==> config.mk <==
export PLATFORM = sky130hd
export DESIGN_NAME = regfile
export DESIGN_NICKNAME = d
export VERILOG_FILES = /design/src/logic/pipe_pkg.sv /design/src/logic/regfile.sv
export SDC_FILE = /design/constraint.sdc
export NUM_CORES = 2
export LEC_CHECK = 0
export BUFFER_PORTS_ARGS = -buffer_cell sky130_fd_sc_hd__buf_4
export CORE_ASPECT_RATIO = 0.8
export CORE_MARGIN = 3
export CORE_UTILIZATION = 31
export DETAILED_ROUTE_END_ITERATION = 6
export GPL_ROUTABILITY_DRIVEN = 0
export PLACE_DENSITY = 0.48
export SLEW_MARGIN = 20
export SYNTH_ARGS = -nofsm -noshare
export SYNTH_HDL_FRONTEND = slang
export SYNTH_SLANG_ARGS = --single-unit
==> constraint.sdc <==
create_clock -name clk_i -period 2.5 [get_ports clk_i]
set_input_delay 0.5 -clock clk_i [delete_from_list [all_inputs] [get_ports clk_i]]
set_output_delay 0.5 -clock clk_i [all_outputs]
set_load 0.05 [all_outputs]
==> src/logic/pipe_pkg.sv <==
// pipe_pkg: shared widths, operation kind codes and pipeline constants
package pipe_pkg;

    typedef logic [31:0] word_t;     // data word
    typedef logic [4:0]  reg_addr_t; // register index
    typedef logic [1:0]  op_kind_t;  // operation kind

    // operation kinds
    localparam op_kind_t OP_ALU   = 2'd0; // a + b + imm
    localparam op_kind_t OP_LOAD  = 2'd1; // rd <= mem[a + imm]
    localparam op_kind_t OP_STORE = 2'd2; // mem[a + imm] <= b
    localparam op_kind_t OP_MULT  = 2'd3; // low word of a * b

    // multiplier depth, M1 to M5
    localparam int MULT_STAGES = 5;

    // architectural register count
    localparam int REG_COUNT = 32;

endpackage

==> src/logic/regfile.sv <==
// regfile: 32-entry register file, two async read ports, two prioritized write ports
`timescale 1ns/100ps
module regfile (
    input  logic                clk_i,
    input  logic                rst_n_i,
    input  pipe_pkg::reg_addr_t rd_addr_a_i,
    input  pipe_pkg::reg_addr_t rd_addr_b_i,
    input  logic                alu_wr_en_i,
    input  pipe_pkg::reg_addr_t alu_wr_addr_i,
    input  pipe_pkg::word_t     alu_wr_data_i,
    input  logic                mult_wr_en_i,
    input  pipe_pkg::reg_addr_t mult_wr_addr_i,
    input  pipe_pkg::word_t     mult_wr_data_i,
    output pipe_pkg::word_t     rd_data_a_o,
    output pipe_pkg::word_t     rd_data_b_o
);
    import pipe_pkg::*;

    word_t regs [REG_COUNT];

    always_ff @(posedge clk_i or negedge rst_n_i) begin
        if (!rst_n_i) begin
            for (int i = 0; i < REG_COUNT; i++) begin
                regs[i] <= '0;
            end
        end else begin
            if (mult_wr_en_i && (mult_wr_addr_i != '0)) regs[mult_wr_addr_i] <= mult_wr_data_i;
            // alu port last so it wins on the same address
            if (alu_wr_en_i && (alu_wr_addr_i != '0)) regs[alu_wr_addr_i] <= alu_wr_data_i;
        end
    end

    assign rd_data_a_o = (rd_addr_a_i == '0) ? '0 : regs[rd_addr_a_i]; // x0 reads zero
    assign rd_data_b_o = (rd_addr_b_i == '0) ? '0 : regs[rd_addr_b_i];

endmodule

## Word-level counts from Yosys, hierarchy flattened

Index checks and enable logic that the tools add are counted.

- Flip-flop bits (word level): 1,024
- Latch bits: 0
- Bits in writable memories: 0
- ROM bits: 0
- Input port bits: 88
- Output and inout bits: 64
- Word-level logic and storage cells: 66
- Memories kept: 0

- Add/sub/neg operators: 0
- Multipliers: 0
- Divide/modulo/power cells: 0
- Order comparisons: 6
- Eq/ne operators: 0
- Shifts and indexed selects: 0
- Mux-type cells: 16
- Bitwise operators: 4
- Reduce and logical (&&, ||, !) cells: 8

Operators by type and width:

| operator | count |
|---|---|
| 1024-bit bitwise mux | 2 |
| 1024-bit two-way mux | 2 |
| 32-bit binary-select mux with 5-bit select | 2 |
| 32-bit demux with 5-bit select | 2 |
| 32-bit two-way mux | 8 |
| 6-bit greater-or-equal comparator, second input constant | 4 |
| 5-bit NOT with 6-bit output | 4 |
| 6-bit by 1-bit less-than comparator with 1-bit output, second input constant | 2 |
| 5-bit logical NOT | 2 |
| 5-bit nonzero test | 2 |
| 1-bit logical AND | 4 |

## Longest topological paths before layout

- Depth in word-level cells: 9
- Mapped depth: 8
- Gate-level depth less buffers: 4

## Worst setup path after synthesis

OpenSTA, ideal clock, no wires.

- Path kind: input -> output
- Start point: input port rd_addr_b_i[1]
- End point: output port rd_data_b_o[0]
- Data arrival time: 2.867 ns
- Data required time: 2.000 ns
- Setup slack: -0.867 ns
- Stages on the path: 7
- Buffers on the path: 3
- Path through: buf_4 -> buf_4 -> nor2b_1 -> buf_2 -> a221oi_1 -> o21ai_0 -> a311oi_1

- Cells in the longest elaborated chain, start to end: 5
- Elaborated cells on any way between the ends: 6
- Classes of those cells: mux (4); bitwise (1); reduce/logical (1)

Ends and longest elaborated chain:

| item | RTL line | source |
|---|---|---|
| start: declaration | regfile.sv:7 | `input pipe_pkg::reg_addr_t rd_addr_b_i,` |
| 5-bit NOT with 6-bit output (not written as such) | regfile.sv:34 | `assign rd_data_b_o = (rd_addr_b_i == '0) ? '0 : regs[rd_addr_b_i];` |
| 32-bit binary-select mux with 5-bit select | regfile.sv:34 |  |
| 32-bit two-way mux (not written as such) (2 in a row) | regfile.sv:34 |  |
| 32-bit two-way mux * | regfile.sv:34 |  |
| end: declaration | regfile.sv:15 | `output pipe_pkg::word_t rd_data_b_o` |

Mark *: on every way between the ends. The rest lies on a longest branch, timed or not. The select of a mux whose other input is x is not followed.

## Final worst setup path

- Start point: register regs[585] in the netlist's numbering
- End point: output port rd_data_a_o[9]

- Cells in the longest elaborated chain, start to end: 4

Ends and longest elaborated chain:

| item | RTL line | source |
|---|---|---|
| start: declaration | regfile.sv:19 | `word_t regs [REG_COUNT];` |
| start signal: indexed assignment | regfile.sv:27 | `if (mult_wr_en_i && (mult_wr_addr_i != '0)) regs[mult_wr_addr_i] <= mult_wr_data_i;` |
| start signal: indexed assignment | regfile.sv:29 | `if (alu_wr_en_i && (alu_wr_addr_i != '0)) regs[alu_wr_addr_i] <= alu_wr_data_i;` |
| 32-bit binary-select mux with 5-bit select | regfile.sv:33 | `assign rd_data_a_o = (rd_addr_a_i == '0) ? '0 : regs[rd_addr_a_i];` |
| 32-bit two-way mux (not written as such) (2 in a row) | regfile.sv:33 |  |
| 32-bit two-way mux | regfile.sv:33 |  |
| end: declaration | regfile.sv:14 | `output pipe_pkg::word_t rd_data_a_o,` |

Every way passes these cells. The select of a mux whose other input is x is not followed.

==> impl_metrics.py <==
metrics = {
    "placed_design": {
        "place_hpwl_um": 201000,
        "dpl_cell_area_mm2": 0.0747,
        "numPortBuffers": 151,
    },
    "die": {
        "row_count": 148,
        "fp.coreArea_mm2": 0.204,
        "die_w_um": 514,
        "start_util_pct": 31.3,
        "io_pins": 152,
        "dieArea_mm2": 0.212,
        "die_h_um": 412,
    },
    "grt": {
        "grt_pass1_wl_um": 433000,
        "use_met2_pct": 42.4,
        "use_met3_pct": 6.91,
        "met1_usage_pct": 40.7,
        "antenna_found_initial": 24,
        "grt_overflow": 0,
        "busiest_layer": "met2",
        "grt_max_degree": 104,
        "grt_pass1_vias": 52506,
        "grt.total_usage_pct": 28.7,
    },
    "yosys": {
        "synth_edf_count": 0,
        "syn-num-nets": 6224,
        "synth_most_common_cell": "mux2i_1",
        "ys_top_cells_by_area": "dfrtp_1 40%, mux2i_1 20%, mux4_2 12%, a21oi_1 5.0%, nor2_1 3.7%",
        "async_flop_share_pct": 100,
        "ys_seq_elements": 1024,
        "syn-instance-count": 6136,
        "synth.top_cell.area_share_pct": 40.1,
        "syn_area_mm2": 0.0639,
        "yosysWarnings": 0,
        "yosysTopAreaCell": "dfrtp_1",
        "yosys_most_used_dff": "dfrtp_1",
        "ys_types": 55,
        "postSynthAreaPerCell_um2": 10.4,
        "ys_seq_area_share_pct": 40.1,
        "synth_common_cells": "1283 x mux2i_1, 1024 x dfrtp_1, 641 x a21oi_1, 624 x nor2_1, 513 x clkbuf_1",
    },
    "layout": {
        "top_register": "regs",
        "area_delta_synth_final_pct": 27.1,
        "drive_gt1_share_pct": 28.8,
        "fin_area_mm2": 0.0812,
        "largest_reg_flops": 1024,
        "nets": 6482,
        "reg_top3": "regs x1024",
    },
    "clock_network": {
        "htreeDepth": 3,
        "clk_path_buf_depth": 3,
        "cts.sinks": 1024,
        "cts_tree": "done",
        "path_clk_slew_ps": 70,
        "cts_root_buf": "clkbuf_16",
        "clock_latency_ps": 790,
        "cts_buffers": 115,
    },
    "setup_path": {
        "end_kind": "primary output",
        "cp-startpoint": "regs[585]$_DFF_PN0_",
        "path_class": "reg -> out",
        "crit_path_start_kind": "flop",
        "worstPathRequired_ps": 2000,
        "reg2reg_from": "regs[854]$_DFF_PN0_",
        "worstPathArrival_ps": 2740,
        "path_max_fanout": 2,
    },
    "routing": {
        "drc": 1,
        "vias": 54534,
        "first_iter_violations": 6243,
        "ant_nets": 0,
        "wl_um": 309000,
        "drt_first_pass_iters": 7,
        "vias_per_cell": 5.93,
        "wire_per_inst_um": 33.6,
    },
    "status": {
        "violations": "DRC, setup timing",
        "status": "finished with violations",
    },
    "run": {
        "cap_violations": 0,
    },
    "worst_hold_path": {
        "min_path_type": "in -> reg",
        "hold_start": "alu_wr_data_i[15]",
    },
    "timing": {
        "period_share_pct": 130,
        "hold_viol_final": 0,
        "period_needed_ps": 3240,
        "relSlewSlack_pct": 27.2,
        "setup_ws_ps": -743,
        "setup_viol": 64,
        "max_slew.worst_pin.slew_ps": 1090,
        "max_freq_ghz": 0.308,
        "rsz0062_at_grt": "true",
        "fin_tns_setup_ps": -30900,
        "clock_skew_ps": 0,
        "slew_viol_final": 0,
    },
    "power": {
        "peakVddDrop_mv": 0.587,
        "total_leakage_power_nw": 35.5,
        "cellPowerDensity_mw_per_mm2": 768,
    },
}
[path summary, 6_finish.rpt]
path                       depth (start not counted)                  end  slack (ps)
min                                                3  regs[751]$_DFF_PN0_         130
min in group asynchronous                          2  regs[567]$_DFF_PN0_         170
min reg2reg                                        0  regs[994]$_DFF_PN0_         390
max in group asynchronous                          4  regs[101]$_DFF_PN0_        1150
max                                                6       rd_data_a_o[9]        -740
max reg2reg                                        4  regs[854]$_DFF_PN0_        1490
[worst max-delay path, stage by stage (launching register included)]
cell,delay (ps)
dfrtp_1,400
mux4_2,480
mux2_4,300
a221oi_4,370
buf_4,190
a211oi_4,50
buf_6,170
[where the power goes]
| group | internal (mW) | total (mW) | switching [mW] | leakage, nW |
|---|---|---|---|---|
| registers | 20.9 | 24.7 | 3.84 | 12.5 |
| clock network | 11.2 | 19.2 | 7.99 | 2.03 |
| logic | 9.49 | 18.4 | 8.89 | 21.1 |
| total | 41.6 | 62.3 | 20.7 | 35.5 |
[area by class of cell]
class                           instances  area, um^2
Antenna cell                           13        32.5
Clock buffer                          162        3370
Inverter                                3        13.8
Clock inverter                         51         766
Timing Repair Buffer                  892       10000
Fill cell                           19630      123000
Sequential cell                      1024       25600
Tap cell                             2700        3380
Multi-Input combinational cell       4358       38000
[routing by layer]
| metal | routed length (um) | vias to the layer above | share of wire, % |
|---|---|---|---|
| li1 | - | 22962 | - |
| met1 | 135000 | 28001 | 44 |
| met2 | 133000 | 2969 | 43 |
| met3 | 28400 | 588 | 9.2 |
| met4 | 12300 | 14 | 4.0 |
| met5 | 138 | - | 0.045 |
[kinds of logic (layout without fill, tap and decap cells)]
group / after synthesis / count (layout) / synth area share, %
mux: 1699 / 1699 / 33.6
compound gates: 1400 / 1400 / 12.6
simple gates: 1259 / 1259 / 8.23
flops: 1024 / 1024 / 40.1
buf+inv: 754 / 1108 / 5.43
other cells: 0 / 13 / 0
[stage by stage]
stage	instances	power (mW)	utilization, %	hold WS [ps]	setup slack [ps]
finish	9203	62.3	39.8	134	-743
global placement	8870	40.9	36.6	378	-778
global route	9203	64.9	39.8	123	-755
CTS	9178	62.0	39.6	85.0	-761
detailed placement	8870	41.4	36.6	378	-767
floorplan	6136	35.2	-	204	-68.7
[layout by cell type (no fill, tap or decap), drive strengths merged, types with 18 or more instances in the layout]
master,netlist,final
mux2i,1283,1283
dfrtp,1024,1024
buf,235,891
a21oi,641,641
nor2,637,637
nand2,489,489
o21ai,437,437
mux4,352,352
clkbuf,516,162
mux2,64,64
o221ai,64,64
a22oi,64,64
a211oi,64,64
a221oi,55,55
nor2b,40,40
nand4,36,36
a311oi,32,32
a32oi,31,31
clkinv,0,23
bufinv,0,18
[what timing repair did]
action,4_1_cts,5_1_grt
buffers inserted,101,24
hold endpoints to repair,204,0
endpoints found under the setup margin,64,64
pin swaps,96,58
gates resized for setup,261,54
gates cloned,0,0
hold buffers,1,0
No activity file was read; power rests on OpenSTA's default activity.
