**src/logic/pipe_pkg.sv**
```systemverilog
// pipe_pkg: shared widths, operation kind codes and pipeline constants
package pipe_pkg;

    typedef logic [31:0] word_t;     // data word
    typedef logic [4:0]  reg_addr_t; // register index
    typedef logic [1:0]  op_kind_t;  // operation kind

    // operation kinds
    localparam op_kind_t OP_ALU   = 2'd0; // a + b + imm
    localparam op_kind_t OP_LOAD  = 2'd1; // rd <= mem[a + imm]
    localparam op_kind_t OP_STORE = 2'd2; // mem[a + imm] <= b
    localparam op_kind_t OP_MULT  = 2'd3; // low word of a * b

    // multiplier depth, M1 to M5
    localparam int MULT_STAGES = 5;

    // architectural register count
    localparam int REG_COUNT = 32;

endpackage

```
**src/logic/mult_pipe.sv**
```systemverilog
// mult_pipe: five-stage 32x32 low-word multiplier with destination tracking
`timescale 1ns/100ps
module mult_pipe (
    input  logic                                               clk_i,
    input  logic                                               rst_n_i,
    input  pipe_pkg::op_kind_t                                 exe_kind_i,
    input  logic                                               exe_wr_en_i,
    input  pipe_pkg::reg_addr_t                                exe_addr_i,
    input  pipe_pkg::word_t                                    exe_op_a_i,
    input  pipe_pkg::word_t                                    exe_op_b_i,
    output logic                [pipe_pkg::MULT_STAGES-1:0]    m_wr_en_o,
    output pipe_pkg::reg_addr_t [pipe_pkg::MULT_STAGES-1:0]    m_addr_o,
    output pipe_pkg::word_t                                    m5_data_o
);
    import pipe_pkg::*;

    word_t        pp_lo_q;    // a_lo * b_lo
    logic [15:0]  pp_cross_q; // low half of the cross terms
    word_t        prod_q [MULT_STAGES-1]; // M2..M5 product
    word_t        cross_full;

    assign cross_full = exe_op_a_i[31:16] * exe_op_b_i[15:0]
                      + exe_op_a_i[15:0]  * exe_op_b_i[31:16];

    always_ff @(posedge clk_i or negedge rst_n_i) begin
        if (!rst_n_i) begin
            m_wr_en_o <= '0;
            m_addr_o  <= '0;
        end else begin
            m_wr_en_o[0] <= exe_wr_en_i && (exe_kind_i == OP_MULT);
            m_addr_o[0]  <= exe_addr_i;
            for (int s = 1; s < MULT_STAGES; s++) begin
                m_wr_en_o[s] <= m_wr_en_o[s-1]; // always advances
                m_addr_o[s]  <= m_addr_o[s-1];
            end
        end
    end

    always_ff @(posedge clk_i) begin
        pp_lo_q    <= exe_op_a_i[15:0] * exe_op_b_i[15:0];
        pp_cross_q <= cross_full[15:0];
        prod_q[0]  <= pp_lo_q + {pp_cross_q, 16'h0000}; // M2 sum
        for (int s = 1; s < MULT_STAGES - 1; s++) begin
            prod_q[s] <= prod_q[s-1];
        end
    end

    assign m5_data_o = prod_q[MULT_STAGES-2];

endmodule

```
**config.mk**
```make
export PLATFORM = sky130hd
export DESIGN_NAME = mult_pipe
export DESIGN_NICKNAME = d
export VERILOG_FILES = /design/src/logic/pipe_pkg.sv /design/src/logic/mult_pipe.sv
export SDC_FILE = /design/constraint.sdc
export NUM_CORES = 1
export LEC_CHECK = 0
export ABC_AREA = 1
export BUFFER_PORTS_ARGS = -buffer_cell sky130_fd_sc_hd__buf_2
export CORE_AREA = 5 5 214 216
export CTS_BUF_LIST = sky130_fd_sc_hd__clkbuf_8
export CTS_CLUSTER_SIZE = 10
export DETAILED_ROUTE_END_ITERATION = 10
export DIE_AREA = 0 0 219 221
export PLACE_DENSITY = 0.69
export SYNTH_ARGS = -nofsm -noshare
export SYNTH_HDL_FRONTEND = slang
export SYNTH_SLANG_ARGS = --single-unit
```
**constraint.sdc**
```tcl
create_clock -name clk_i -period 2.6 [get_ports clk_i]
set_clock_uncertainty 0.05 [all_clocks]
set_input_delay 0.26 -clock clk_i [delete_from_list [all_inputs] [get_ports clk_i]]
set_output_delay 0.26 -clock clk_i [all_outputs]
set_load 0.02 [all_outputs]
```
======== Word-level counts from Yosys, hierarchy flattened ========
Memory sizes are Yosys's and may differ from the RTL's.
Index checks and enable logic that the tools add are counted.
storage, ports and cells
  word-level logic and storage cells ...... 16
  memories kept ........................... 1
  output and inout bits ................... 62
  flip-flop bits (word level) ............. 78
  input port bits ......................... 74
  bits in writable memories ............... 128
cells by class
  $mul .................................... 3
  equality and inequality tests ........... 1
  reduce and logical (&&, ||, !) cells .... 1
  $add $sub $neg .......................... 2
memories
  name    depth  width  rd ports  clocked after Yosys merged registers in  write ports  line             text
  prod_q  4      32     4         0                                        4            mult_pipe.sv:19  word_t prod_q [MULT_STAGES-1];
operator list
  cell                  count
  $add A32 B32 Y32      1
  $mul A16 B16 Y16      2
  $mul A16 B16 Y32      1
  $add A16 B16 Y16      1
  $eq A2 B2 Y1 const B  1
  $logic_and A1 B1 Y1   1

======== Depth between registers and ports, before layout ========
  depth in word-level cells ............... 2
  gate-level depth with buffers ........... 37
  gate-level depth less buffers ........... 35

======== Worst setup path before layout ========
OpenSTA, ideal clock, no wires.
  kind .................................... in2reg
  start ................................... in exe_op_b_i[2]
  end ..................................... reg pp_cross_q[14]
  setup slack ............................. -3.578 ns
  setup time .............................. 0.119 ns
  path buffers ............................ 2
  stages .................................. 23
  arrival ................................. 6.009 ns
  required time ........................... 2.431 ns
  cell sequence ........................... clkbuf_1 clkbuf_1 nand2_1 fa_1 fa_1 fa_1 fa_1 fa_1 inv_1 fa_1 fa_1 fa_1 ha_1 nand2_1 o21ai_0 a21oi_1 o21ai_0 nand2_1 inv_1 nor2_1 nor2_1 nor2_1 xnor2_1
between the ends
  cells in the longest elaborated chain, start to end .. 2
ends and longest elaborated chain
  item                      line             text
  from (decl)               mult_pipe.sv:10  input pipe_pkg::word_t exe_op_b_i,
  $mul A16 B16 Y16          mult_pipe.sv:22  assign cross_full = exe_op_a_i[31:16] * exe_op_b_i[15:0]
  $add A16 B16 Y16          mult_pipe.sv:23  + exe_op_a_i[15:0] * exe_op_b_i[31:16];
  named net cross_full[14]  mult_pipe.sv:20  word_t cross_full;
  to (signal assigned)      mult_pipe.sv:41  pp_cross_q <= cross_full[15:0];
  to (decl)                 mult_pipe.sv:18  logic [15:0] pp_cross_q;
The timed path passes the listed nets, and every way through them passes these cells.

======== Worst setup path after layout ========
  start ................................... in exe_op_a_i[23]
  end ..................................... reg pp_cross_q[15]
between the ends
  cells in the longest elaborated chain, start to end .. 2
ends and longest elaborated chain
  item                      line             text
  from (decl)               mult_pipe.sv:9   input pipe_pkg::word_t exe_op_a_i,
  $mul A16 B16 Y16          mult_pipe.sv:22
  $add A16 B16 Y16          mult_pipe.sv:23
  named net cross_full[15]  mult_pipe.sv:20
The timed path passes the listed nets, and every way through them passes these cells.

==> flow_summary_export.csv <==
group,metric,value,unit
place,placed_area,25900,µm²
critical_path,cp_cell_sequence,"buf_12 -> buf_6 -> nand2_1 -> inv_1 -> fa_1 -> fa_2 -> inv_1 -> fa_1 -> fa_1 -> inv_1 -> fa_1 -> inv_1 -> fa_1 -> fa_1 -> fa_1 -> inv_1 -> ha_4 -> nand4_1 -> o311ai_4 -> inv_1 -> nand3_1 -> nand2_1",
timing,finalHoldViolations,0,
floorplan,start_util,51.2,%
finish,stdcell_area,29200,µm²
critical_path,criticalPathCategory,"in -> reg",
finish,fill_cells,3480,
timing,rsz0062_at_grt,"yes",
status,failed_checks,"negative setup slack",
critical_path,cp_slowest_stage_delay,0.55,ns
timing,relSlewSlack,59.3,%
clock_tree,ctsLongestPathBuffers,3,
synthesis,synth_area_leaders,"fa_1 (34%), dfxtp_1 (16%), inv_1 (13%)",
critical_path,crit_arrival,5.74,ns
finish,drive_gt1_share,27.0,%
finish,final_util,66.8,%
drt,drcViolationCount,0,
synthesis,syn-num-nets,3358,
synthesis,synth.distinct_cells,42,
grt,grt_overflow,0,
grt,grt_pass1_wl,95200,µm
status,status,"complete, but fails checks",
synthesis,synth_cells,2695,
clock_tree,htreeDepth,1,
synthesis,synth_top_cell_area_share,33.9,%
clock_tree,numCtsBuffers,31,
floorplan,die_w,219,µm
critical_path,path_buf_inv,8,
place,hpwl,47400,µm
grt,antenna_found_initial,0,
finish,area_delta_synth_final,30.3,%
critical_path,endpoint_kind,"flip-flop",
run,drv_cap,0,
synthesis,syn_area,22400,µm²
critical_path,cp_slowest_cell,"fa_2",
drt,wirelength,59500,µm
clock_tree,cts-root-buf,"clkbuf_8",
critical_path,crit_top_cell,"fa_1",
synthesis,synth_warnings,0,
drt,vias,18000,
drt,wire_per_inst,16.1,µm
floorplan,ios,136,
finish,diodes,0,
synthesis,synth_top_area_cell,"fa_1",
grt,grt_start_max_net_pins,31,
synthesis,post_synth.cell_area_avg,8.32,µm²
timing,drv_slew,0,
synthesis,synth-seq-cells,206,
hold_path,worstHoldPathType,"in -> async",
timing,tightestPinTransition,0.611,ns
drt,dr.pass1.iters,6,
timing,max_freq,188,MHz
floorplan,fp.dieH,221,µm
clock_tree,cts_tree,"done",
floorplan,core-area,43700,µm²
floorplan,die_area,48400,µm²
place,place_congestion,0.957,
critical_path,start_kind,"input port",
timing,report.final.setup_viol,41,
clock_tree,cts_sinks,206,
timing,fin_crit,5.32,ns
timing,layout_setup_ws,-2.72,ns
critical_path,cp_data_required_time,3.01,ns
critical_path,critPathTopFamily,"adder cells",
drt,drtIter0Drc,1079,
grt,first_global_vias,19400,
timing,period_share,205,%
floorplan,rows,77,
synthesis,ys_seq_area_share,19.1,%
timing,timing.setup.tns,-81.92,ns
finish,num-nets-final,3753,
drt,vias_per_cell,4.85,
drt,ant_nets,0,
place,io_buffers,135,
critical_path,crit_fanout,6,
clock_tree,clock_latency,0.58,ns
timing,holdWs,0.198,ns
grt,grtUsageTotal,24.2,%
clock_tree,path_clk_slew,0.07,ns
-- per-stage QoR --
stage,setup slack (ns),cells
finish,-2.72,3704
global route,-2.89,3704
CTS,-2.63,3659
detailed placement,-3.53,3569
global placement,-3.39,3569
floorplan,-3.14,2695
-- kinds of logic (layout without fill, tap and decap cells) --
family / Yosys count / after routing / share of synthesized area [%]
compound gates: 125 / 125 / 3.13
fa+ha+maj: 589 / 589 / 45.6
flops: 206 / 206 / 19.1
xor+xnor: 71 / 71 / 2.84
simple gates: 808 / 808 / 14.1
buf+inv: 896 / 1313 / 15.3
-- layer usage --
layer  routed length [µm]  vias up  part of all wire [%]  track usage (%)
li1                     -     8454                     -                -
met1                23300     8771                    39             31.0
met2                29600      603                    50             41.6
met3                 4050      146                   6.8             3.54
met4                 2530        0                   4.3             9.06
met5                    0        -                     0                0
-- registers in the layout (all words and copies together), names as in the netlist --
| register | flops |
|---|---|
| m_addr_o | 25 |
| m_wr_en_o | 5 |
| pp_cross_q | 16 |
| pp_lo_q | 32 |
| prod_q | 128 |
-- cells in the final DEF (no fill, tap or decap), types with 6 or more instances in the layout --
cell / n
inv_1: 720
nand2_1: 627
fa_1: 350
buf_4: 226
dfxtp_1: 176
ha_1: 167
buf_2: 94
inv_2: 79
buf_6: 77
nand2_2: 48
nand3_1: 39
ha_4: 38
xor2_1: 36
clkbuf_8: 35
nand2_4: 32
buf_12: 32
dfrtp_1: 30
fa_2: 29
a21oi_1: 28
a21oi_2: 24
xnor2_1: 23
nor2_1: 20
buf_8: 20
o21ai_2: 14
a21oi_4: 11
o21ai_0: 10
dlygate4sd3_1: 9
nor2_4: 8
o21ai_1: 7
clkbuf_16: 6
-- what timing repair did --
action | in CTS | in global routing
setup endpoints to repair | 41 | 41
hold endpoints to repair | 37 | 0
pin swaps | 121 | 128
gates cloned | 1 | 6
resized for setup | 237 | 289
hold buffers | 9 | 0
buffers inserted | 25 | 47
-- worst register-to-register path, delay by kind of cell (launching register included) --
kind                       cells  cell delay (ns)
DFF                            1             0.32
xor gates and xnor gates       1             0.16
AOI/OAI and AO/OA              5             0.86
adders and majority gates      2             0.56
buffers and inverters          1             0.05
-- area by class of cell --
| class | instances | area (µm²) | area share [%] |
|---|---|---|---|
| clock buffer | 35 | 482 | 1.65 |
| clock inverter | 20 | 123 | 0.420 |
| inverter | 793 | 2990 | 10.2 |
| multi-input combinational | 1593 | 16300 | 56.0 |
| sequential | 206 | 4270 | 14.6 |
| tap | 592 | 741 | 2.54 |
| timing repair buffer | 465 | 4240 | 14.5 |
-- worst paths after layout --
path | from | slack [ns] | depth (start not counted) | endpoint
worst max-delay path | exe_op_a_i[23] | -2.72 | 22 | pp_cross_q[15]
min in group clk_i | prod_q[1][19] | 0.25 | 0 | prod_q[2][19]
worst max register to register | pp_lo_q[16] | 0.50 | 9 | prod_q[0][28]
worst min-delay path | rst_n_i | 0.20 | 2 | m_addr_o[14]
max in group asynchronous | rst_n_i | 1.90 | 2 | m_addr_o[13]
worst min register to register | prod_q[1][19] | 0.25 | 0 | prod_q[2][19]
-- cells in the mapped netlist --
cell type / count
o21ai_1: 5
nor2_2: 2
nand2_1: 700
buf_6: 2
buf_2: 14
clkbuf_1: 70
xor2_2: 1
o311ai_0: 1
xnor2_1: 26
o21bai_1: 5
o21ai_0: 29
xnor2_2: 1
nand3_1: 46
and2_1: 1
a211oi_1: 1
xor2_1: 43
a31oi_1: 4
nand3b_1: 3
o211ai_1: 2
o21a_1: 2
nand4_1: 5
nand2_2: 8
buf_4: 7
and3_1: 1
dfrtp_1: 30
nor2_1: 31
a21oi_1: 61
buf_1: 10
nor4_1: 2
o31ai_1: 2
a21oi_2: 2
o21ai_2: 2
fa_1: 379
clkinv_1: 1
dfxtp_1: 176
inv_1: 789
a21o_1: 6
a21boi_0: 3
ha_1: 210
nor3_1: 8
inv_2: 3
or2_2: 1
Power is left out: the tool's default activity adds up to more than one toggle a clock period on the data nets, which glitch-free logic cannot reach.
