**src/logic/pipe_pkg.sv**
```systemverilog
// pipe_pkg: shared widths, operation kind codes and pipeline constants
package pipe_pkg;

    typedef logic [31:0] word_t;     // data word
    typedef logic [4:0]  reg_addr_t; // register index
    typedef logic [1:0]  op_kind_t;  // operation kind

    // operation kinds
    localparam op_kind_t OP_ALU   = 2'd0; // a + b + imm
    localparam op_kind_t OP_LOAD  = 2'd1; // rd <= mem[a + imm]
    localparam op_kind_t OP_STORE = 2'd2; // mem[a + imm] <= b
    localparam op_kind_t OP_MULT  = 2'd3; // low word of a * b

    // multiplier depth, M1 to M5
    localparam int MULT_STAGES = 5;

    // architectural register count
    localparam int REG_COUNT = 32;

endpackage

```
**src/logic/bypass_ctrl.sv**
```systemverilog
// bypass_ctrl: newest-producer operand forwarding and issue stall
`timescale 1ns/100ps
module bypass_ctrl (
    input  pipe_pkg::reg_addr_t                             read_addr_a_i,
    input  pipe_pkg::reg_addr_t                             read_addr_b_i,
    input  pipe_pkg::word_t                                 exe_data_i,
    input  pipe_pkg::reg_addr_t                             exe_addr_i,
    input  logic                                            exe_wr_en_i,
    input  pipe_pkg::op_kind_t                              exe_kind_i,
    input  logic                [pipe_pkg::MULT_STAGES-1:0] m_wr_en_i,
    input  pipe_pkg::reg_addr_t [pipe_pkg::MULT_STAGES-1:0] m_addr_i,
    input  pipe_pkg::word_t                                 mult5_data_i,
    input  pipe_pkg::word_t                                 cache_data_i,
    input  pipe_pkg::reg_addr_t                             cache_addr_i,
    input  logic                                            cache_wr_en_i,
    input  pipe_pkg::word_t                                 write_data_i,
    input  pipe_pkg::reg_addr_t                             write_addr_i,
    input  logic                                            write_en_i,
    output logic                                            bypass_a_en_o,
    output logic                                            bypass_b_en_o,
    output pipe_pkg::word_t                                 bypass_data_a_o,
    output pipe_pkg::word_t                                 bypass_data_b_o,
    output logic                                            stall_core_o
);
    import pipe_pkg::*;

    logic stall_a;
    logic stall_b;

    // Producers are searched from youngest to oldest: exe, C/M1, W/M2, M3, M4, M5.
    // The first hit decides, so an older write to the same register is never used.
    function automatic void resolve(
        input  reg_addr_t rd_addr,
        output logic      fwd,
        output word_t     data,
        output logic      stall
    );
        logic found;
        fwd   = 1'b0;
        data  = '0;
        stall = 1'b0;
        found = 1'b0;
        if (rd_addr != '0) begin
            if (exe_wr_en_i && (exe_addr_i == rd_addr)) begin
                found = 1'b1;
                if (exe_kind_i == OP_ALU) begin
                    fwd  = 1'b1;
                    data = exe_data_i;
                end else begin
                    stall = 1'b1; // load or mult not done yet
                end
            end else if (cache_wr_en_i && (cache_addr_i == rd_addr)) begin
                found = 1'b1;
                fwd   = 1'b1;
                data  = cache_data_i;
            end else if (m_wr_en_i[0] && (m_addr_i[0] == rd_addr)) begin
                found = 1'b1;
                stall = 1'b1;
            end else if (write_en_i && (write_addr_i == rd_addr)) begin
                found = 1'b1;
                fwd   = 1'b1;
                data  = write_data_i;
            end
            for (int s = 1; s < MULT_STAGES; s++) begin
                if (!found && m_wr_en_i[s] && (m_addr_i[s] == rd_addr)) begin
                    found = 1'b1;
                    if (s == MULT_STAGES - 1) begin
                        fwd  = 1'b1; // product ready in M5
                        data = mult5_data_i;
                    end else begin
                        stall = 1'b1;
                    end
                end
            end
        end
    endfunction

    always_comb begin
        resolve(read_addr_a_i, bypass_a_en_o, bypass_data_a_o, stall_a);
        resolve(read_addr_b_i, bypass_b_en_o, bypass_data_b_o, stall_b);
    end

    assign stall_core_o = stall_a | stall_b; // independent of issue valid

endmodule

```
**config.mk**
```make
export PLATFORM = sky130hd
export DESIGN_NAME = bypass_ctrl
export DESIGN_NICKNAME = d
export VERILOG_FILES = /design/src/logic/pipe_pkg.sv /design/src/logic/bypass_ctrl.sv
export SDC_FILE = /design/constraint.sdc
export NUM_CORES = 1
export LEC_CHECK = 0
export BUFFER_PORTS_ARGS = -buffer_cell sky130_fd_sc_hd__clkbuf_2
export CORE_AREA = 3 3 99 101
export DETAILED_ROUTE_END_ITERATION = 10
export DIE_AREA = 0 0 102 104
export PLACE_DENSITY_LB_ADDON = 0.3
export SYNTH_ARGS = -nofsm -noshare
export SYNTH_HDL_FRONTEND = slang
export SYNTH_SLANG_ARGS = --single-unit
```
**constraint.sdc**
```tcl
create_clock -name vclk -period 2.4
set_clock_uncertainty 0.1 [all_clocks]
set_input_delay 0.24 -clock vclk [all_inputs]
set_output_delay 0.24 -clock vclk [all_outputs]
set_load 0.01 [all_outputs]
```
### Word-level counts from Yosys, hierarchy flattened

Cells that the tools add are included.
Widths: inputs -> output; s select.

* bits in registers: 0
* input bits: 188
* output and inout bits: 67
* word-level logic and storage cells: 113

* equality and inequality tests: 16
* muxes and demuxes: 61
* bitwise operators: 1
* reduce and logical (&&, ||, !) cells: 35

Operators by type and width (count)
* $mux 32: 13
* $eq 5x5->1: 16
* $mux 1: 48
* $logic_and 1x1->1: 24
* $reduce_bool 5->1: 2
* $logic_not 1->1: 8
* $logic_not 2->1: 1
* $or 1x1->1: 1

### Depth between registers and ports, before layout

* word-level depth: 27
* gate-level depth with buffers: 10
* mapped depth without buffers: 6

### Worst setup path before layout

OpenSTA, ideal clock, no wires.

* path type: input port to output port
* start point: input read_addr_a_i[1]
* end point: output bypass_data_a_o[0]
* arrival time: 1.918 ns
* data required time: 2.060 ns
* slack: 0.142 ns
* stages on the path: 9
* buffers on the path: 3
* cells stage by stage: buf_2 -> xor2_1 -> nor4_1 -> and3_1 -> nor4b_4 -> and3b_1 -> buf_2 -> buf_6 -> a22o_1

* word-level cells in the longest chain between the ends: 27
* elaborated cells on any way between the ends: 42
* those cells by class: eq/ne (8); mux (17); reduce/logical (17)

Ends and longest elaborated chain
* from (decl): RTL line bypass_ctrl.sv:4 `input pipe_pkg::reg_addr_t read_addr_a_i,`
* $eq 5x5->1: RTL line bypass_ctrl.sv:59 `end else if (write_en_i && (write_addr_i == rd_addr)) begin`
* $logic_and 1x1->1: RTL line bypass_ctrl.sv:59
* $mux 1: RTL line bypass_ctrl.sv:59
* $mux 1: RTL line bypass_ctrl.sv:56 `end else if (m_wr_en_i[0] && (m_addr_i[0] == rd_addr)) begin`
* $mux 1: RTL line bypass_ctrl.sv:52 `end else if (cache_wr_en_i && (cache_addr_i == rd_addr)) begin`
* $mux 1: RTL line bypass_ctrl.sv:44 `if (exe_wr_en_i && (exe_addr_i == rd_addr)) begin`
* $mux 1: RTL line bypass_ctrl.sv:43 `if (rd_addr != '0) begin`
* $logic_not 1->1: RTL line bypass_ctrl.sv:65 `if (!found && m_wr_en_i[s] && (m_addr_i[s] == rd_addr)) begin`
* (+9 left out)
* $logic_not 1->1: RTL line bypass_ctrl.sv:65
* $logic_and 1x1->1 (2 in a row): RTL line bypass_ctrl.sv:65
* $mux 1: RTL line bypass_ctrl.sv:65
* $mux 1: RTL line bypass_ctrl.sv:43
* $logic_not 1->1: RTL line bypass_ctrl.sv:65
* $logic_and 1x1->1 (2 in a row): RTL line bypass_ctrl.sv:65
* $mux 32: RTL line bypass_ctrl.sv:65
* $mux 32 (*): RTL line bypass_ctrl.sv:43
* to (decl): RTL line bypass_ctrl.sv:21 `output pipe_pkg::word_t bypass_data_a_o,`

Mark *: on every way between the ends. The rest lies on a longest branch, timed or not. The select of a mux whose other input is x is not followed.

### Worst setup path after layout

* start point: input read_addr_b_i[2]
* end point: output bypass_data_b_o[20]

* word-level cells in the longest chain between the ends: 27
* elaborated cells on any way between the ends: 42
* those cells by class: eq/ne (8); mux (17); reduce/logical (17)

Ends and longest elaborated chain
* from (decl): RTL line bypass_ctrl.sv:5 `input pipe_pkg::reg_addr_t read_addr_b_i,`
* $eq 5x5->1: RTL line bypass_ctrl.sv:59
* $logic_and 1x1->1: RTL line bypass_ctrl.sv:59
* $mux 1: RTL line bypass_ctrl.sv:59
* $mux 1: RTL line bypass_ctrl.sv:56
* $mux 1: RTL line bypass_ctrl.sv:52
* $mux 1: RTL line bypass_ctrl.sv:44
* $mux 1: RTL line bypass_ctrl.sv:43
* $logic_not 1->1: RTL line bypass_ctrl.sv:65
* (+9 left out)
* $logic_not 1->1: RTL line bypass_ctrl.sv:65
* $logic_and 1x1->1 (2 in a row): RTL line bypass_ctrl.sv:65
* $mux 1: RTL line bypass_ctrl.sv:65
* $mux 1: RTL line bypass_ctrl.sv:43
* $logic_not 1->1: RTL line bypass_ctrl.sv:65
* $logic_and 1x1->1 (2 in a row): RTL line bypass_ctrl.sv:65
* $mux 32: RTL line bypass_ctrl.sv:65
* $mux 32 (*): RTL line bypass_ctrl.sv:43
* to (decl): RTL line bypass_ctrl.sv:22 `output pipe_pkg::word_t bypass_data_b_o,`

Marked as above.

==> results.yml <==
run_status:
  status: "complete, but fails checks"
  violations: "negative setup slack"
sta:
  maxSlewViolCount: 0
  report.final.hold_viol_count: 0
  rsz0062_at_grt: "true"
  finalSetupViolations: 63
  max_slew_margin_pct: 75.43
  period_share_pct: 104.6
  setup_slack_ns: -0.1103
  worstMarginPinSlew_ns: 0.3659
  finalCriticalPeriod_ns: 2.510
  timing.hold.ws_ns: 0.7022
  max_freq_ghz: 0.3984
yosys:
  post_synth_instance_area_um2: 3362
  yosys.cell_types.count: 36
  synth_area_leader_cell: "a22o_1"
  synth_most_common_cell: "nand2_1"
  ys_top_cells_by_count: "75 x nand2_1, 71 x a21oi_1, 71 x nand3_1"
  avgSynthCellArea_um2: 6.261
  synth-warning-count: 0
  ys_seq_area_share_pct: 0
  yosys.area.top_type_share_pct: 16.15
  synthTopCellsByArea: "a22o_1 16%, a31oi_1 12%, xnor2_1 11%, a21oi_1 11%, nand3_1 11%"
  synth_fp_nets: 725
  post_synth_inst_count: 537
detailed_routing:
  drt_first_iter_violations: 464
  route.detailed.wl_per_inst_um: 20.98
  wl_mm: 19.57
  routed-via-count: 5695
  drt_drc_violations_left: 0
  post_drt_via_cell_ratio: 6.104
  detail_route.first_pass.iterations: 5
  ant_nets: 0
floorplanning:
  floorplan.die_area_um2: 10610
  row_count: 35
  placeableCoreArea_um2: 9109
  ioPinCount: 255
  floorplan.initialDensity_pct: 36.91
  die_span_x_um: 102
  die-height_um: 104
pwr:
  leakage_uw: 0.002825
  power.clock.fraction_pct: 0
  power.share.sequential_pct: 0
  p_comb_share_pct: 100.0
  cell_internal_pwr_uw: 448.4
  power_density_nw_per_um2: 148.3
  power.switching_uw: 466.5
  sw_frac_of_total_pct: 50.99
  ir_drop_mv: 0.1268
worst_setup_path:
  worstPathArrival_ns: 2.17
  critical_path.top_delay_family: "simple AND/OR/NAND/NOR gates"
  crit_type: "in2out"
  worst-path-max-fanout: 7
  required_ns: 2.06
  timing.critical_path.slowest_cell_delay_ns: 0.27
  path_buf_inv: 4
  path_cells: "clkbuf_8, buf_4, xnor2_2, nand4_1, a211oi_2, and4_4, and3b_2, buf_6, a22o_1, buf_2"
  worst_setup_path_start_kind: "primary input"
  end_kind: "output port"
  standard_cell_with_the_maximum_stage_delay_on_the_critical_path: "and4_4"
placement:
  final_hpwl_from_detailed_placement_mm: 13.17
  gp_congestion: 0.9974
  port-buffer-count: 255
  placement.setup.worst_slack_ns: -0.1305
finish:
  register_area_um2: 0
  n_sequential_cell: 0
  post_route_cells_drive_above_1_share_pct: 53.96
  design.final.nets: 1011
  layout-area-overhead-vs-synth_pct: 83.48
  clockBufferCount: 0
grt:
  first_global_vias: 5151
  antenna_found_initial: 2
  groute.usage.overall_pct: 29.99
  grt_start_max_net_pins: 43
  grt-ovfl-total: 0
  grt_first_pass_wirelength_mm: 26.15
hold_path:
  timing.hold.worst.class: "in2out"
run:
  cap_violations: 0
## cells by family after synthesis
family,synth area share [%]
simple gates,27.28
xor+xnor,20.84
buf+inv,10.35
compound gates,41.53
## metal layers
| metal | global-route usage, % | routed length [um] | up-vias |
|---|---|---|---|
| li1 | - | - | 2582 |
| met1 | 38.48 | 7184 | 2600 |
| met2 | 50.79 | 9522 | 426 |
| met3 | 4.896 | 1950 | 85 |
| met4 | 8.810 | 896 | 2 |
| met5 | 0 | 20 | - |
## timing repair
item	4_1_cts	5_1_grt
buffers inserted	6	8
endpoints found under the setup margin	65	67
gates cloned	5	7
hold buffers	0	0
pin swaps	28	80
gates resized for setup	48	186
## power groups by stage
stage	clock, uW	combinational, uW	sequential [uW]
2_1_floorplan	0	357	0
3_3_place_gp	0	730	0
5_1_grt	0	968	0
3_5_place_dp	0	739	0
4_1_cts	0	783	0
6_report	0.0000557	915	0
## layout by cell type, fill, tap and decap left out, types with 2 or more instances in the layout
cell / count
clkbuf_16: 5
xnor2_1: 35
clkbuf_2: 179
clkbuf_8: 2
nor2_4: 3
nor2_1: 2
a22o_1: 62
and3b_2: 2
buf_8: 6
xor2_2: 10
a31oi_2: 13
buf_6: 24
nor4_4: 2
and3_4: 2
xnor2_2: 9
nand3_1: 53
o22ai_2: 2
a31o_2: 2
a21oi_2: 4
buf_16: 3
and3_2: 2
nand3_2: 18
nor4_2: 6
nand4_1: 8
xor2_1: 23
buf_12: 10
buf_4: 59
a31oi_1: 49
nand2_1: 74
a21oi_1: 65
a21oi_4: 2
buf_2: 61
xor2_4: 3
## worst paths after layout
kind,startpoint,end,slack [ns],depth (start not counted)
max,read_addr_b_i[2],bypass_data_b_o[20],-0.11,10
min,mult5_data_i[0],bypass_data_a_o[0],0.70,3
## worst min-delay path: cells and delay by family
family | cells | cell delay (ns)
AO/OA/AOI/OAI | 1 | 0.12
buffers and inverters | 2 | 0.21
## area by class of cell
type	count	area [um2]
Antenna cell	1	2.502
Fill cell	747	2940
Inverter	1	3.754
Multi-Input combinational cell	471	3583
Tap cell	111	138.9
Timing Repair Buffer	349	2440
## through the flow
step / instances / total power [uW] / cell area, um2 / setup TNS, ns / util, %
after floorplan: 537 / 356.6 / 3362 / 0 / -
after global placement: 908 / 730.3 / 5065 / -4.930 / 55.60
after detailed placement: 908 / 739.2 / 5065 / -6.016 / 55.60
after CTS: 919 / 783.0 / 5401 / -0.09228 / 59.30
after global routing: 932 / 968.2 / 6166 / -9.106 / 67.69
final: 933 / 915.0 / 6168 / -5.107 / 67.72
Power figures use the tool's default switching activity.
