[config.mk]
export PLATFORM = sky130hd
export DESIGN_NAME = exe_stage
export DESIGN_NICKNAME = d
export VERILOG_FILES = /design/src/logic/pipe_pkg.sv /design/src/logic/exe_stage.sv
export SDC_FILE = /design/constraint.sdc
export NUM_CORES = 1
export LEC_CHECK = 0
export BUFFER_PORTS_ARGS = -buffer_cell sky130_fd_sc_hd__buf_4
export CORE_AREA = 2 2 120 122
export CTS_CLUSTER_SIZE = 28
export DETAILED_ROUTE_END_ITERATION = 7
export DIE_AREA = 0 0 122 124
export PLACE_DENSITY = 0.92
export SYNTH_ARGS = -nofsm -noshare
export SYNTH_HDL_FRONTEND = slang
export SYNTH_SLANG_ARGS = --single-unit
[constraint.sdc]
create_clock -name clk_i -period 6.3 [get_ports clk_i]
set_input_delay 1.26 -clock clk_i [delete_from_list [all_inputs] [get_ports clk_i]]
set_output_delay 1.26 -clock clk_i [all_outputs]
set_load 0.01 [all_outputs]
[src/logic/pipe_pkg.sv]
// pipe_pkg: shared widths, operation kind codes and pipeline constants
package pipe_pkg;

    typedef logic [31:0] word_t;     // data word
    typedef logic [4:0]  reg_addr_t; // register index
    typedef logic [1:0]  op_kind_t;  // operation kind

    // operation kinds
    localparam op_kind_t OP_ALU   = 2'd0; // a + b + imm
    localparam op_kind_t OP_LOAD  = 2'd1; // rd <= mem[a + imm]
    localparam op_kind_t OP_STORE = 2'd2; // mem[a + imm] <= b
    localparam op_kind_t OP_MULT  = 2'd3; // low word of a * b

    // multiplier depth, M1 to M5
    localparam int MULT_STAGES = 5;

    // architectural register count
    localparam int REG_COUNT = 32;

endpackage

[src/logic/exe_stage.sv]
// exe_stage: operand select, issue register and ALU / address adder
`timescale 1ns/100ps
module exe_stage (
    input  logic                clk_i,
    input  logic                rst_n_i,
    input  logic                issue_valid_i,
    input  pipe_pkg::op_kind_t  issue_kind_i,
    input  pipe_pkg::reg_addr_t issue_rd_i,
    input  pipe_pkg::word_t     issue_imm_i,
    input  logic                stall_i,
    input  pipe_pkg::word_t     rf_data_a_i,
    input  pipe_pkg::word_t     rf_data_b_i,
    input  logic                bypass_a_en_i,
    input  logic                bypass_b_en_i,
    input  pipe_pkg::word_t     bypass_data_a_i,
    input  pipe_pkg::word_t     bypass_data_b_i,
    output logic                exe_wr_en_o,
    output pipe_pkg::reg_addr_t exe_addr_o,
    output pipe_pkg::op_kind_t  exe_kind_o,
    output pipe_pkg::word_t     exe_result_o,
    output pipe_pkg::word_t     exe_store_data_o,
    output pipe_pkg::word_t     exe_op_a_o,
    output pipe_pkg::word_t     exe_op_b_o
);
    import pipe_pkg::*;

    logic  accept;
    word_t op_a_sel;
    word_t op_b_sel;
    word_t op_a_q;
    word_t op_b_q;
    word_t imm_q;

    assign accept   = issue_valid_i && !stall_i;
    assign op_a_sel = bypass_a_en_i ? bypass_data_a_i : rf_data_a_i;
    assign op_b_sel = bypass_b_en_i ? bypass_data_b_i : rf_data_b_i;

    always_ff @(posedge clk_i or negedge rst_n_i) begin
        if (!rst_n_i) begin
            exe_wr_en_o <= 1'b0;
            exe_kind_o  <= OP_ALU;
            exe_addr_o  <= '0;
        end else if (accept) begin
            exe_wr_en_o <= (issue_kind_i != OP_STORE) && (issue_rd_i != '0);
            exe_kind_o  <= issue_kind_i;
            exe_addr_o  <= issue_rd_i;
        end else begin
            exe_wr_en_o <= 1'b0; // bubble is a non-writing ALU op
            exe_kind_o  <= OP_ALU;
        end
    end

    always_ff @(posedge clk_i) begin
        if (accept) begin
            op_a_q <= op_a_sel;
            op_b_q <= op_b_sel;
            imm_q  <= issue_imm_i;
        end
    end

    // loads and stores address with a + imm only
    assign exe_result_o     = op_a_q + imm_q + ((exe_kind_o == OP_ALU) ? op_b_q : '0);
    assign exe_store_data_o = op_b_q;
    assign exe_op_a_o       = op_a_q;
    assign exe_op_b_o       = op_b_q;

endmodule

# Yosys cells after proc, flatten, opt, wreduce, memory -nomap -nowiden
# Cells that the tools add are included.
# totals
ff_bits	104
input_bits	173
out_inout_bits	136
elab_cells	19
# op_classes
add_sub_neg	2
eq_ne	1
mux	5
n_reduce_logical	5
# ops
cell	count
two-way mux 32 bit	3
adder 32 bit	2
nonzero test 5 bit	1
logical AND 1 bit	2
logical NOT 2 bit	1
two-way mux 2 bit	1
!= test 2 bit (second input constant)	1
logical NOT 1 bit	1
two-way mux 1 bit	1

# Longest topological paths before layout
# Gate-level depths: netlist of the first run.
# depth
ltp_word	3
mapped_depth	14
ltp_nobuf	13

# Worst setup path before layout of the first run
# OpenSTA, ideal clock, no wires.
# synth_timing
path_type	reg-to-output
from	register exe_kind_o[1]
to	output port exe_result_o[29]
arrival_ps	3551
required_ps	5040
path_slack_ps	1489
stages_incl_launch_ff	13
n_path_buf	1
cell_sequence	dfrtp_1 nor2_1 clkbuf_1 and2_1 fa_1 fa_1 a21oi_1 nor2b_1 a311o_1 a211oi_4 nor2_1 a21o_1 a311oi_1
# synth_via
elab_chain_cells	3
# synth_lines
element	line_no	text
from (decl)	exe_stage.sv:19	output pipe_pkg::op_kind_t exe_kind_o,
from (signal assigned)	exe_stage.sv:45	exe_kind_o <= issue_kind_i;
logical NOT 2 bit	exe_stage.sv:62	assign exe_result_o = op_a_q + imm_q + ((exe_kind_o == OP_ALU) ? op_b_q : '0);
two-way mux 32 bit	exe_stage.sv:62	
adder 32 bit	exe_stage.sv:62	
to (decl)	exe_stage.sv:20	output pipe_pkg::word_t exe_result_o,
# Every way passes these cells.

# Worst setup path in the final report of the first run
# layout_timing
from	register exe_kind_o[1]
to	output port exe_result_o[31]
# Same word-level chain as after synthesis.

==> flow_metrics.env, run 1 <==
export IMPL_cts_buffers_inserted=9
export IMPL_relSlewSlack=0.530
export IMPL_end_kind="output port"
export IMPL_finalClockSkew_ns=0
export IMPL_postPlaceCellArea_mm2=0.00894
export IMPL_status="complete, no violations"
export IMPL_drt_pass1_iterations=5
export IMPL_synth_area_mm2=0.00669
export IMPL_hpwl_um=16400
export IMPL_grt_use_total=0.268
export IMPL_setup_viol=0
export IMPL_initialDrtViolationCount=305
export IMPL_num_vias=5350
export IMPL_syn_to_final_growth_pct=38.6
export IMPL_crit_fanout=11
export IMPL_crit_type="reg -> out"
export IMPL_clkTransAtPathRegs_ns=0.08
export IMPL_fmax_mhz=175
export IMPL_cts_tree="built"
export IMPL_htreeDepth=3
export IMPL_synth_area_leaders="edfxtp_1, mux2_2, fa_1"
export IMPL_fp_dieH_um=124
export IMPL_rows=43
export IMPL_vdd_ir_drop_max_v=0.000219
export IMPL_cp_start_kind="flip-flop"
export IMPL_drv_slew=0
export IMPL_finalNetCount=1036
export IMPL_synth_cells=529
export IMPL_finalHoldViolations=0
export IMPL_grt_max_degree=54
export IMPL_place_congestion=0.907
export IMPL_min_period_ns=5.73
export IMPL_leakagePower_nw=4.09
export IMPL_synth_cell_types=50
export IMPL_portBuffers=308
export IMPL_grt_pass1_wl_um=29800
export IMPL_grt_pass1_vias=5351
export IMPL_grt_remaining_overflow=0
export IMPL_n_antenna_cell=0
export IMPL_async_reset_ff_frac=0.0769
export IMPL_utilization=0.676
export IMPL_crit_required_ns=5.04
export IMPL_dieArea_mm2=0.0151
export IMPL_setup_tns_ns=0
export IMPL_ctsRootBufferMaster="clkbuf_16"
export IMPL_synth_top_flop_cell="edfxtp_1"
export IMPL_cts_sinks=104
export IMPL_worst_pin_slew_ns=0.706
export IMPL_drc=0
export IMPL_synth_edf_count=96
export IMPL_dieWidth_um=122
export IMPL_max_cap_violations=0
export IMPL_cp_arrival_ns=4.47
export IMPL_initial_utilization=0.488
export IMPL_coreArea_mm2=0.0137
export IMPL_wl_um=20700
export IMPL_synth_nets=764
export IMPL_viasPerCell=5.43
export IMPL_synth_top_area_frac=0.431
export IMPL_rsz0062_at_grt="false"
export IMPL_syn_avg_cell_area_um2=12.6
export IMPL_pin_count=309
export IMPL_hp_class="reg -> reg"
export IMPL_ctsResizeCount=0
export IMPL_yosysWarningCount=0
export IMPL_stdcell_area_mm2=0.00928
export IMPL_fin_crit_sh=0.910
export IMPL_seq_area_frac_synth=0.461
export IMPL_synth_common_cells="edfxtp_1, mux2_2, nand2_1"
export IMPL_synth_seq_cells=104
export IMPL_antenna_found_initial=0
export IMPL_synth_most_common_cell="edfxtp_1"
export IMPL_ant_nets=0
export IMPL_power_density_mw_per_mm2=294
export IMPL_cts_hold_buffers=0
export IMPL_clk_latency_ns=0.36
export IMPL_drive_above_1_share=0.494
export IMPL_cts_setup_buffers=0
export IMPL_cts_path_max_buffers=2
export IMPL_wire_per_inst_um=21.0
export IMPL_synth_top_area_cell="edfxtp_1"
-- critical path, stage by stage, from the launching register on --
cell and delay [ns]:
dfrtp_1 0.40, nor2_2 0.37, and2_1 0.22, fa_1 0.43, ha_1 0.24, fa_1 0.42, a21oi_1 0.17, nor2b_1 0.07
a311o_1 0.45, a211oi_4 0.44, o31ai_1 0.20, a31oi_1 0.37, xnor2_1 0.18, buf_4 0.15
-- layer usage --
metal  track usage  part of all wire  vias up
li1              -                 -     2447
met1         0.348              0.40     2627
met2         0.449              0.51      241
met3        0.0545             0.061       35
met4        0.0948             0.024        0
met5             0                 0        -
-- cell type report --
type,count,area [um2]
clock buffer,11,264
multi-input combinational,367,3270
fill,1034,4440
clock inverter,5,66.3
inverter,9,36.3
sequential,104,3080
tap,180,225
timing repair buffer,310,2330
-- layout by cell type, fill, tap and decap left out, types with 4 or more instances in the layout --
cell       synthesis  final
nor2_1            17     16
inv_1              9      8
and2_1            34     34
clkbuf_16          0     10
nor2b_1            5      5
nand2_1           36     36
and3_1             5      5
o21ai_0            9      9
xor2_1             7      7
buf_4             32    310
fa_1              32     32
o21bai_1           5      5
nand2b_1           5      5
o31ai_1            4      4
dfrtp_1            8      8
ha_1              30     30
xnor2_1           22     22
a21oi_1           26     26
a31oi_1            5      5
edfxtp_1          96     96
a21o_1            17     17
mux2_2            65     65
-- registers in the layout, summed over array words and instances (netlist names) --
register / count
exe_wr_en_o: 1
exe_kind_o: 2
imm_q: 32
exe_op_b_o: 32
exe_op_a_o: 32
exe_addr_o: 5
-- cells by family (layout without fill, tap and decap cells) --
| logic type | Yosys count | in the layout | synth area share |
|---|---|---|---|
| DFF | 104 | 104 | 0.461 |
| and+or+nand+nor | 119 | 119 | 0.0922 |
| adders and majority gates | 62 | 62 | 0.152 |
| AOI/OAI and AO/OA | 90 | 90 | 0.0944 |
| xor gates and xnor gates | 29 | 29 | 0.0380 |
| muxes | 67 | 67 | 0.112 |
| buffers and inverters | 58 | 335 | 0.0505 |
-- final timing paths --
kind	from	end	slack (ns)	depth (start not counted)
setup reg to reg	exe_addr_o[1]	exe_addr_o[1]	5.67	2
hold reg to reg	exe_addr_o[0]	exe_addr_o[0]	0.49	2
min in group asynchronous	rst_n_i	exe_addr_o[3]	0.71	1
setup / recovery	exe_kind_o[1]	exe_result_o[31]	0.57	13
hold / removal	exe_addr_o[0]	exe_addr_o[0]	0.49	2
max in group asynchronous	rst_n_i	exe_addr_o[1]	5.46	1
-- power by group --
group / switching [W] / internal (W) / leakage [nW]
sequential: 0.0000442 / 0.000816 / 1.00
clock: 0.000266 / 0.000349 / 0.160
combinational: 0.000641 / 0.000614 / 2.93
total: 0.000951 / 0.00178 / 4.09
-- metrics by stage --
step | total power [W] | instances | hold slack (ns) | worst slack, ns
2_1_floorplan | 0.00157 | 529 | 0.514 | 1.49
3_3_place_gp | 0.00208 | 970 | 0.465 | 1.08
3_5_place_dp | 0.00211 | 970 | 0.466 | 0.993
4_1_cts | 0.00273 | 986 | 0.488 | 0.555
5_1_grt | 0.00286 | 986 | 0.527 | 0.284
6_report | 0.00273 | 986 | 0.489 | 0.569
(Power assumes the default switching activity.)
==> run 2: changes to the inputs <==
--- a/config.mk
+++ b/config.mk
@@ -10,7 +10,7 @@
 export CTS_CLUSTER_SIZE = 28
 export DETAILED_ROUTE_END_ITERATION = 7
 export DIE_AREA = 0 0 122 124
-export PLACE_DENSITY = 0.92
+export PLACE_DENSITY = 0.83
 export SYNTH_ARGS = -nofsm -noshare
 export SYNTH_HDL_FRONTEND = slang
 export SYNTH_SLANG_ARGS = --single-unit
==> run 2 against run 1 <==
Utilization is 0.21 points lower. Final cell count did not move. Worst setup slack better by 0.017 ns. Critical endpoint unchanged.
==> flow_metrics.env, run 2 (synthesis gave the netlist of run 1 again) <==
export IMPL_fin_crit_sh=0.907
export IMPL_initialDrtViolationCount=354
export IMPL_fp_dieH_um=124
export IMPL_leakagePower_nw=4.08
export IMPL_grt_pass1_wl_um=29000
export IMPL_wire_per_inst_um=20.0
export IMPL_multi_input_area_mm2=0.00327
export IMPL_max_cap_violations=0
export IMPL_drt_pass1_iterations=5
export IMPL_crit_fanout=13
export IMPL_grt_remaining_overflow=0
export IMPL_final_cell_mix="buf_4, edfxtp_1, mux2_2"
export IMPL_wl_um=19800
export IMPL_pin_count=309
export IMPL_layout_commonest_cell="buf_4"
export IMPL_place_congestion=0.949
export IMPL_final_seq_area_mm2=0.00308
export IMPL_portBuffers=308
export IMPL_viasPerCell=5.43
export IMPL_coreArea_mm2=0.0137
export IMPL_ctsResizeCount=0
export IMPL_cts_hold_buffers=0
export IMPL_cts_path_max_buffers=2
export IMPL_power_density_mw_per_mm2=289
export IMPL_setup_viol=0
export IMPL_postPlaceCellArea_mm2=0.00894
export IMPL_drc=0
export IMPL_cp_arrival_ns=4.45
export IMPL_cts_sinks=104
export IMPL_rsz0062_at_grt="false"
export IMPL_dieWidth_um=122
export IMPL_clk_latency_ns=0.35
export IMPL_syn_to_final_growth_pct=38.2
export IMPL_antenna_found_initial=0
export IMPL_finalHoldViolations=0
export IMPL_cp_slowest_cell="a311o_1"
export IMPL_setup_tns_ns=0
export IMPL_cts_tree="built"
export IMPL_status="complete, no violations"
export IMPL_hold_path_depth=2
export IMPL_cts_setup_buffers=0
export IMPL_ctsRootBufferMaster="clkbuf_16"
export IMPL_hp_class="reg -> reg"
export IMPL_fmax_mhz=175
export IMPL_dieArea_mm2=0.0151
export IMPL_cp_start_kind="flip-flop"
export IMPL_slowest_delay_ns=0.45
export IMPL_num_vias=5357
export IMPL_fillers=1031
export IMPL_grt_pass1_vias=5370
export IMPL_crit_required_ns=5.04
export IMPL_ff2ff_path_depth=2
export IMPL_htreeDepth=3
export IMPL_post_place_ws_ns=1.00
export IMPL_worst_pin_slew_ns=0.730
export IMPL_vdd_ir_drop_max_v=0.000188
export IMPL_cts_buffers_inserted=9
export IMPL_finalNetCount=1036
export IMPL_setup_ws_ns=0.587
export IMPL_cp_cell_sequence="nor2_2 -> and2_1 -> fa_1 -> ha_1 -> fa_1 -> a21oi_1 -> nor2b_1 -> a311o_1 -> a211oi_4 -> o31ai_1 -> a31oi_1 -> xnor2_1 -> buf_4"
export IMPL_clkTransAtPathRegs_ns=0.08
export IMPL_grt_use_total=0.256
export IMPL_n_antenna_cell=0
export IMPL_finalClockSkew_ns=0
export IMPL_crit_type="reg -> out"
export IMPL_rows=43
export IMPL_initial_utilization=0.488
export IMPL_cp_common_cell="fa_1"
export IMPL_end_kind="output port"
export IMPL_min_period_ns=5.71
export IMPL_hpwl_um=15800
export IMPL_grt_max_degree=59
export IMPL_relSlewSlack=0.514
export IMPL_ant_nets=0
export IMPL_drive_above_1_share=0.494
export IMPL_drv_slew=0
export IMPL_p_total_w=0.00267
export IMPL_stdcell_area_mm2=0.00925
-- run 2: changes by cell type in the layout (fill, tap and decap cells not counted), sizes merged --
cell	previous run	this run
inv	12	11
bufinv	1	0
clkinvlp	1	0
clkbuf	11	10
clkinv	0	4
-- run 2: cell type report --
class / instances / area share
Tap cell: 180 / 0.0244
Inverter: 9 / 0.00392
Sequential cell: 104 / 0.333
Multi-Input combinational cell: 367 / 0.354
Clock buffer: 10 / 0.0258
Timing Repair Buffer: 310 / 0.252
Clock inverter: 6 / 0.00677
-- run 2: final timing paths --
| kind | start | end | slack, ns |
|---|---|---|---|
| max | exe_kind_o[0] | exe_result_o[31] | 0.59 |
| min | exe_addr_o[2] | exe_addr_o[2] | 0.52 |
| max reg2reg | exe_addr_o[1] | exe_addr_o[1] | 5.65 |
| min reg2reg | exe_addr_o[2] | exe_addr_o[2] | 0.52 |
| max in group asynchronous | rst_n_i | exe_kind_o[1] | 5.46 |
| min in group asynchronous | rst_n_i | exe_addr_o[4] | 0.71 |
-- run 2: metrics by stage --
step                      hold WS [ns]  utilization  std cells
after floorplan                  0.514            -        529
after global placement           0.467        0.652        970
after detailed placement         0.477        0.652        970
after CTS                        0.516        0.674        986
after global routing             0.523        0.674        986
final                            0.516        0.674        986
-- run 2: per-layer routing --
layer  track usage  routed length, um  up-vias
met5             0                  0        -
met4        0.0769                435        0
met2         0.436              10100      241
met1         0.328               8010     2635
met3        0.0563               1220       35
li1              -                  -     2446
-- run 2: power breakdown --
part	switching [W]	leakage [nW]	total, W	internal, W
clock	0.000271	0.148	0.000560	0.000289
sequential	0.0000438	1.00	0.000859	0.000816
combinational	0.000637	2.93	0.00125	0.000612
-- run 2: critical path: cells and delay by family, from the launching register on --
family | cells | cell delay (ns)
AND/OR/NAND/NOR | 3 | 0.67
XOR/XNOR | 1 | 0.17
adder cells (fa/ha/maj) | 3 | 1.09
AO/OA/AOI/OAI | 5 | 1.60
buffers and inverters | 1 | 0.15
flip-flops | 1 | 0.41
